===== src/hdl/spi_flash_pkg.sv =====
`default_nettype none

package spi_flash_pkg;

    localparam int NUM_CH = 2;                      // works for 1 to 4.

    localparam int CODE_W = 8;
    localparam int ADDR_W = 24;
    localparam int DATA_W = 32;
    localparam int SR_W   = CODE_W + ADDR_W;        // code and address as one shift word.

    // paddr[5:4] selects the channel and paddr[3:2] the register.
    localparam int APB_AW  = 8;
    localparam int CH_W    = 2;
    localparam int CH_LSB  = 4;
    localparam int REG_LSB = 2;

    localparam logic [1:0] REG_CMD  = 2'd0;
    localparam logic [1:0] REG_ADDR = 2'd1;
    localparam logic [1:0] REG_DATA = 2'd2;
    localparam logic [1:0] REG_STAT = 2'd3;

    localparam int CMD_ADDR_BIT = CODE_W;           // address phase follows the code.
    localparam int CMD_INC_BIT  = CODE_W + 1;       // post-increment after launch.

    localparam int STAT_VALID_BIT = 0;
    localparam int STAT_BUSY_BIT  = 1;

    // one lead-in tick with cs low and sck idle, then the bits.
    localparam int TICKS_CODE = 1 + CODE_W + DATA_W;
    localparam int TICKS_ADDR = 1 + CODE_W + ADDR_W + DATA_W;
    localparam int CNT_W      = $clog2(TICKS_ADDR + 1);

    localparam int STALL_MAX = 2 * TICKS_ADDR + 2;  // longest pready stall in ck cycles.

    typedef struct packed {
        logic [CODE_W-1:0] code;
        logic [ADDR_W-1:0] addr;
        logic              has_addr;
    } spi_cmd_t;

    typedef struct packed {
        logic [DATA_W-1:0] data;
    } spi_resp_t;

    typedef struct packed {
        logic              psel;
        logic              penable;
        logic              pwrite;
        logic [APB_AW-1:0] paddr;
        logic [DATA_W-1:0] pwdata;
    } apb_req_t;

endpackage

`default_nettype wire


===== src/hdl/spi_cmd_regs.sv =====
`timescale 1ns/1ps
`default_nettype none

module spi_cmd_regs import spi_flash_pkg::*; (
    input  logic                   ck,
    input  logic                   rst_n,
    input  apb_req_t               apb_req,
    output logic [DATA_W-1:0]      prdata,
    output logic                   pready,
    output logic [NUM_CH-1:0]      start,
    output spi_cmd_t [NUM_CH-1:0]  cmd,
    input  logic [NUM_CH-1:0]      busy,
    output logic [NUM_CH-1:0]      rd_clr,
    input  spi_resp_t [NUM_CH-1:0] data,
    input  logic [NUM_CH-1:0]      valid
);

    logic [CH_W-1:0]                ch_sel;
    logic [1:0]                     reg_sel;
    logic                           hit;
    logic                           access;
    logic [NUM_CH-1:0]              ch_hit;
    logic [NUM_CH-1:0]              cmd_wr;
    logic [NUM_CH-1:0]              addr_wr;
    logic [NUM_CH-1:0]              stall;
    logic [NUM_CH-1:0]              start_q;
    logic [NUM_CH-1:0]              inc_q;
    spi_cmd_t [NUM_CH-1:0]          cmd_q;
    logic [NUM_CH-1:0][ADDR_W-1:0]  addr_q;

    assign ch_sel  = apb_req.paddr[CH_LSB +: CH_W];
    assign reg_sel = apb_req.paddr[REG_LSB +: 2];
    assign hit     = apb_req.psel && (apb_req.paddr[APB_AW-1:CH_LSB+CH_W] == '0);
    assign access  = hit && apb_req.penable;

    always_comb begin
        for (int c = 0; c < NUM_CH; c++) begin
            ch_hit[c]  = access && (ch_sel == CH_W'(c));
            cmd_wr[c]  = ch_hit[c] && apb_req.pwrite && (reg_sel == REG_CMD);
            addr_wr[c] = ch_hit[c] && apb_req.pwrite && (reg_sel == REG_ADDR);
            rd_clr[c]  = ch_hit[c] && !apb_req.pwrite && (reg_sel == REG_DATA);
            stall[c]   = cmd_wr[c] && (busy[c] || start_q[c]);  // hold until engine idle.
        end
    end

    assign pready = ~|stall;

    always_ff @(posedge ck) begin
        if (!rst_n) begin
            start_q <= '0;
        end else begin
            for (int c = 0; c < NUM_CH; c++) begin
                start_q[c] <= cmd_wr[c] && pready;
            end
        end
    end

    // the engine gets the old address while the register moves on.
    always_ff @(posedge ck) begin
        for (int c = 0; c < NUM_CH; c++) begin
            if (cmd_wr[c] && pready) begin
                cmd_q[c].code     <= apb_req.pwdata[CODE_W-1:0];
                cmd_q[c].has_addr <= apb_req.pwdata[CMD_ADDR_BIT];
                cmd_q[c].addr     <= addr_q[c];
                inc_q[c]          <= apb_req.pwdata[CMD_INC_BIT];
                if (apb_req.pwdata[CMD_INC_BIT]) begin
                    addr_q[c] <= addr_q[c] + ADDR_W'(1);
                end
            end else if (addr_wr[c]) begin
                addr_q[c] <= apb_req.pwdata[ADDR_W-1:0];
            end
        end
    end

    assign start = start_q;
    assign cmd   = cmd_q;

    always_comb begin
        prdata = '0;
        for (int c = 0; c < NUM_CH; c++) begin
            if (hit && !apb_req.pwrite && (ch_sel == CH_W'(c))) begin
                case (reg_sel)
                    REG_CMD: begin
                        prdata[CODE_W-1:0]  = cmd_q[c].code;
                        prdata[CMD_ADDR_BIT] = cmd_q[c].has_addr;
                        prdata[CMD_INC_BIT]  = inc_q[c];
                    end
                    REG_ADDR: begin
                        prdata[ADDR_W-1:0] = addr_q[c];
                    end
                    REG_DATA: begin
                        prdata = data[c].data;
                    end
                    default: begin
                        prdata[STAT_VALID_BIT] = valid[c];
                        prdata[STAT_BUSY_BIT]  = busy[c];
                    end
                endcase
            end
        end
    end

    // a stalled command write is taken once the longest transfer has drained.
    a_stall_bounded: assert property (@(posedge ck) disable iff (!rst_n)
        $fell(pready) |-> ##[1:STALL_MAX] pready);

endmodule

`default_nettype wire


===== src/hdl/spi_engine.sv =====
`timescale 1ns/1ps
`default_nettype none

module spi_engine import spi_flash_pkg::*; (
    input  logic      ck,
    input  logic      rst_n,
    input  logic      start,
    input  spi_cmd_t  cmd,
    output logic      busy,
    output logic      done,
    output spi_resp_t resp,
    output logic      cs,
    output logic      sck,
    output logic      mosi,
    input  logic      miso
);

    logic             busy_q;
    logic             done_q;
    logic             phase_q;
    logic             lead_q;
    logic [CNT_W-1:0] cnt_q;
    logic [SR_W-1:0]  sr_q;
    logic [DATA_W-1:0] rx_q;
    spi_resp_t        resp_q;
    logic             launch;
    logic             tick_end;
    logic             last;

    assign launch   = start && !busy_q;
    assign tick_end = busy_q && phase_q;    // sck falls on this edge.
    assign last     = tick_end && (cnt_q == CNT_W'(1));

    always_ff @(posedge ck) begin
        if (!rst_n) begin
            busy_q  <= 1'b0;
            done_q  <= 1'b0;
            phase_q <= 1'b0;
            lead_q  <= 1'b0;
            cnt_q   <= '0;
        end else begin
            done_q <= 1'b0;
            if (launch) begin
                busy_q  <= 1'b1;
                phase_q <= 1'b0;
                lead_q  <= 1'b1;
                cnt_q   <= cmd.has_addr ? CNT_W'(TICKS_ADDR) : CNT_W'(TICKS_CODE);
            end else if (busy_q) begin
                phase_q <= !phase_q;
                if (tick_end) begin
                    lead_q <= 1'b0;
                    cnt_q  <= cnt_q - CNT_W'(1);
                end
                if (last) begin
                    busy_q <= 1'b0;
                    done_q <= 1'b1;
                end
            end
        end
    end

    always_ff @(posedge ck) begin
        if (launch) begin
            sr_q <= {cmd.code, cmd.has_addr ? cmd.addr : {ADDR_W{1'b0}}};
        end else if (tick_end && !lead_q) begin
            sr_q <= {sr_q[SR_W-2:0], 1'b0};
            rx_q <= {rx_q[DATA_W-2:0], miso};
        end
        if (last) begin
            resp_q.data <= {rx_q[DATA_W-2:0], miso};  // include the final sample.
        end
    end

    assign busy = busy_q;
    assign done = done_q;
    assign resp = resp_q;

    assign cs   = !busy_q;
    assign sck  = busy_q && phase_q && !lead_q;
    assign mosi = busy_q ? sr_q[SR_W-1] : 1'b1;

    a_no_start_busy: assert property (@(posedge ck) disable iff (!rst_n)
        start |-> !busy_q);

endmodule

`default_nettype wire


===== src/hdl/spi_result_bank.sv =====
`timescale 1ns/1ps
`default_nettype none

module spi_result_bank import spi_flash_pkg::*; (
    input  logic                   ck,
    input  logic                   rst_n,
    input  logic [NUM_CH-1:0]      done,
    input  spi_resp_t [NUM_CH-1:0] resp,
    input  logic [NUM_CH-1:0]      rd_clr,
    output spi_resp_t [NUM_CH-1:0] data,
    output logic [NUM_CH-1:0]      valid
);

    spi_resp_t [NUM_CH-1:0] data_q;
    logic [NUM_CH-1:0]      valid_q;

    always_ff @(posedge ck) begin
        if (!rst_n) begin
            valid_q <= '0;
        end else begin
            for (int c = 0; c < NUM_CH; c++) begin
                if (done[c]) begin
                    valid_q[c] <= 1'b1;     // a fresh word beats the clear.
                end else if (rd_clr[c]) begin
                    valid_q[c] <= 1'b0;
                end
            end
        end
    end

    always_ff @(posedge ck) begin
        for (int c = 0; c < NUM_CH; c++) begin
            if (done[c]) begin
                data_q[c] <= resp[c];
            end
        end
    end

    assign data  = data_q;
    assign valid = valid_q;

endmodule

`default_nettype wire


===== src/hdl/spi_flash_top.sv =====
`timescale 1ns/1ps
`default_nettype none

module spi_flash_top import spi_flash_pkg::*; (
    input  logic              ck,
    input  logic              rst_n,
    input  apb_req_t          apb_req,
    output logic [DATA_W-1:0] prdata,
    output logic              pready,
    output logic [NUM_CH-1:0] cs,
    output logic [NUM_CH-1:0] sck,
    output logic [NUM_CH-1:0] mosi,
    input  logic [NUM_CH-1:0] miso
);

    logic [NUM_CH-1:0]      start;
    logic [NUM_CH-1:0]      busy;
    logic [NUM_CH-1:0]      done;
    logic [NUM_CH-1:0]      rd_clr;
    logic [NUM_CH-1:0]      valid;
    spi_cmd_t [NUM_CH-1:0]  cmd;
    spi_resp_t [NUM_CH-1:0] resp;
    spi_resp_t [NUM_CH-1:0] data;

    spi_cmd_regs u_regs (
        .ck      (ck),
        .rst_n   (rst_n),
        .apb_req (apb_req),
        .prdata  (prdata),
        .pready  (pready),
        .start   (start),
        .cmd     (cmd),
        .busy    (busy),
        .rd_clr  (rd_clr),
        .data    (data),
        .valid   (valid)
    );

    for (genvar i = 0; i < NUM_CH; i++) begin : eng
        spi_engine u_engine (
            .ck    (ck),
            .rst_n (rst_n),
            .start (start[i]),
            .cmd   (cmd[i]),
            .busy  (busy[i]),
            .done  (done[i]),
            .resp  (resp[i]),
            .cs    (cs[i]),
            .sck   (sck[i]),
            .mosi  (mosi[i]),
            .miso  (miso[i])
        );
    end

    spi_result_bank u_bank (
        .ck     (ck),
        .rst_n  (rst_n),
        .done   (done),
        .resp   (resp),
        .rd_clr (rd_clr),
        .data   (data),
        .valid  (valid)
    );

endmodule

`default_nettype wire


===== config.mk =====
export PLATFORM = sky130hd
export DESIGN_NAME = spi_flash_top
export DESIGN_NICKNAME = d
export VERILOG_FILES = /design/src/hdl/spi_flash_pkg.sv /design/src/hdl/spi_cmd_regs.sv /design/src/hdl/spi_engine.sv /design/src/hdl/spi_result_bank.sv /design/src/hdl/spi_flash_top.sv
export SDC_FILE = /design/constraint.sdc
export NUM_CORES = 1
export LEC_CHECK = 0
export ABC_AREA = 1
export BUFFER_PORTS_ARGS = -buffer_cell sky130_fd_sc_hd__buf_2
export CAP_MARGIN = 40
export CORE_MARGIN = 2
export CORE_UTILIZATION = 55
export DETAILED_ROUTE_END_ITERATION = 8
export PLACE_DENSITY_LB_ADDON = 0.3
export SLEW_MARGIN = 30
export SYNTH_ARGS = -nofsm -noshare
export SYNTH_HDL_FRONTEND = slang
export SYNTH_SLANG_ARGS = --single-unit
export TNS_END_PERCENT = 100

===== constraint.sdc =====
create_clock -name ck -period 3.4 [get_ports ck]
set_input_delay 0.68 -clock ck [delete_from_list [all_inputs] [get_ports ck]]
set_output_delay 0.68 -clock ck [all_outputs]
set_load 0.05 [all_outputs]

==> flow_summary.ini <==
[run_status]
outcome = finished clean

[timing]
fin_worst_skew_ps = 9.25
final.setup.tns_ps = 0
finalWorstSetupSlack_ps = 320
finalCritPeriodShare_pct = 90.6
fmax_mhz = 325
timing.final.crit_period_ps = 3080
hold_ws_ps = 351
hold_violations = 0
slew_violations = 0
worstMarginPinSlew_ps = 698
rsz0062_at_grt = no
setup_viol = 0
slew_headroom_pct = 53.4

[hold_path]
holdPathStages = 1
hp-class = input pin to flip-flop

[worst_setup_path]
critPathArrivalTime_ps = 2400
r2r_start = eng[1].u_engine.busy$_SDFF_PN0_
critPathTopFamily = buffers and inverters
worstSetupPathDepth = 9
worst-path-buf-inv = 5
crit_fanout = 22
reg2reg_to = eng[1].u_engine.sr_q[15]$_DFFE_PP_
worstPathCellList = buf_2 > inv_1 > ha_1 > inv_1 > buf_4 > o21ai_0 > nand2_1 > a21oi_1 > buf_2
ff2ff_setup_slack_ps = 1290
critPathCapture = prdata[23]
crit_start = apb_req[35]
critPathSlowestCell = o21ai_0
ff2ff_path_depth = 5
cp-end-kind = output port
required_ps = 2720
critPathKind = input pin to output port
start_kind = input pin
critPathMaxStageDelay_ps = 330

[cts]
path_clk_slew_ps = 60
ctsResizeCount = 0
cts_setup_buffers = 0
worst_skew_pair.late_latency_ps = 520
cts_tree = done
cts_max_path_buffers = 3
cts_inserted_buffers = 40
cts_sinks = 396
cts.htree.levels = 2
cts_hold_buffers = 0
cts_root_buffer = clkbuf_16

[final_layout]
multi_input_comb_area_sq_um = 4130
register_area_sq_um = 11600
final_cells = 1938
drive_above_1_share_pct = 14.2
syn_to_final_growth_pct = 14.3
fillers = 2278
nets = 1572

[routing]
drc_errors = 0
ant_nets = 0
drtIter0Drc = 1031
routed_via_density = 5.52
wl_per_cell_um = 19.6
routed_wl_um = 37900
vias = 10700
drtPass1Iterations = 5

[power_and_ir_drop]
p_leak_nw = 6.96
powerDensity_nw_per_um2 = 551
irDropWorstVdd_uv = 451

[floorplanning]
fp.dieW_um = 176
start_util_pct = 55.5
die_y_um = 176
core_area_sq_um = 29500
ios = 86
dieArea_sq_um = 31100
fp-row-count = 63

[yosys]
synth-seq-cells = 396
seq_area_frac_synth_pct = 71.1
avgSynthCellArea_sq_um = 11.5
synth_top_area_share_pct = 68.0
synth_top_cells_by_count = nand2_1 (478), edfxtp_1 (370), nand3_1 (89)
syn_nets = 1478
syn-instance-count = 1421
post-synth-top-area-cell = edfxtp_1
syn-cell-area_sq_um = 16300
synth_area_leaders = edfxtp_1 (68%), nand2_1 (11%), dfxtp_1 (3.2%)
ys_types = 39
yosysWarningCount = 0
synth_edf_count = 370
synthArstFlopShare_pct = 0
yosysMostFrequentCell = nand2_1
yosys_most_used_dff = edfxtp_1

[place]
dp.cells = 1863
pre_cts_slack_ps = 403
gp_routability_congestion = 0.947
hpwl_um = 25500
io_buffers = 75

[global_route]
met3_usage_pct = 5.40
overflow = 0
grtUsageTotal_pct = 24.8
busiest_layer = met2
grt_max_degree = 43
grt_pass1_vias = 10300
grt_use_met1_pct = 34.6
grt_pass1_wl_um = 58200
antenna_found_initial = 6
met2_usage_pct = 39.0

[run]
max_cap_viol_count = 0
==> layout make-up <==
class	instances	area share (%)
sequential	396	62.2
multi-input combinational	884	22.1
clock buffer	46	5.70
timing repair buffer	108	3.53
tap	390	2.61
clock inverter	26	2.07
inverter	85	1.71
antenna	3	0.0402
==> routing by layer <==
layer,wire length (um),vias to the layer above
met5,42,-
met4,1160,6
met3,3260,80
met2,17300,429
met1,16200,5126
li1,-,5057
==> how the worst min path moves through the flow <==
| stage | slack (ps) | from | to |
|---|---|---|---|
| finish | 350 | miso[0] | eng[0].u_engine.rx_q[0]$_DFFE_PP_ |
| global route | 340 | miso[0] | eng[0].u_engine.resp[0]$_DFFE_PP_ |
| CTS | 340 | miso[0] | eng[0].u_engine.rx_q[0]$_DFFE_PP_ |
| detailed placement | 400 | eng[0].u_engine.resp[24]$_DFFE_PP_ | u_bank.data[24]$_DFFE_PP_ |
| global placement | 400 | eng[0].u_engine.resp[28]$_DFFE_PP_ | u_bank.data[28]$_DFFE_PP_ |
| floorplan | 400 | eng[0].u_engine.rx_q[30]$_DFFE_PP_ | eng[0].u_engine.resp[31]$_DFFE_PP_ |
==> stage by stage <==
stage	area, sq um	util (%)	total power, mW
3_3_place_gp	17200	58.5	5.56
4_1_cts	18700	63.4	10.4
6_report	18700	63.4	10.3
5_1_grt	18700	63.4	10.6
3_5_place_dp	17200	58.5	5.57
2_1_floorplan	16300	-	5.48
==> layout by cell type (no fill, tap or decap), types with 2 or more instances in the layout <==
| cell | count |
|---|---|
| diode_2 | 3 |
| nand4_1 | 6 |
| buf_12 | 3 |
| or2_2 | 2 |
| buf_2 | 75 |
| dfxtp_1 | 26 |
| o221ai_1 | 3 |
| o211ai_1 | 12 |
| a22o_1 | 4 |
| buf_4 | 30 |
| clkinvlp_4 | 2 |
| bufinv_16 | 10 |
| o21ai_0 | 50 |
| nand3_1 | 89 |
| inv_1 | 78 |
| inv_2 | 7 |
| a21oi_1 | 48 |
| o21ai_1 | 19 |
| nor2_4 | 3 |
| nor2_1 | 78 |
| xor2_1 | 23 |
| nand2_2 | 3 |
| nand2_1 | 478 |
| clkinv_4 | 2 |
| clkbuf_1 | 4 |
| clkbuf_16 | 42 |
| clkinv_2 | 4 |
| ha_1 | 9 |
| edfxtp_1 | 370 |
| o21ai_2 | 17 |
| nand3b_1 | 2 |
| clkinv_1 | 7 |
| xnor2_1 | 6 |
| nor3_1 | 7 |
| nor2_2 | 14 |
==> report_power, final <==
group          switching [mW]  internal (mW)  total [mW]  leakage (nW)
registers             0.00217           5.26        5.26          3.53
logic                   0.142         0.0628       0.205          2.72
clock network            1.82           3.01        4.83         0.703
total                    1.96           8.34        10.3          6.96
==> kinds of logic after synthesis <==
family          count (synthesis)  synth area share, %
compound gates                157                 5.53
xor+xnor                       29                 1.55
fa+ha+maj                      10                0.765
buf+inv                       141                 3.77
flops                         396                 71.1
simple gates                  688                 17.2
==> worst register-to-register path, delay by kind of cell (launching register included) <==
family,cells,cell delay (ps)
buffers and inverters,3,1110
flip-flops,1,360
AO/OA/AOI/OAI,1,140
AND/OR/NAND/NOR,1,120
==> state kept, by name, summed over array words and instances (netlist names) <==
name and count:
u_regs.inc_q 2, u_bank.valid 2, u_regs.start 2, eng.u_engine.cnt_q 14
eng.u_engine.busy 2, eng.u_engine.rx_q 62, eng.u_engine.lead_q 2, eng.u_engine.phase_q 2
u_regs.cmd 66, eng.u_engine.resp 64, u_regs.addr_q 48, eng.u_engine.done 2
u_bank.data 64, eng.u_engine.sr_q 64
No activity file was read; power rests on OpenSTA's default activity.
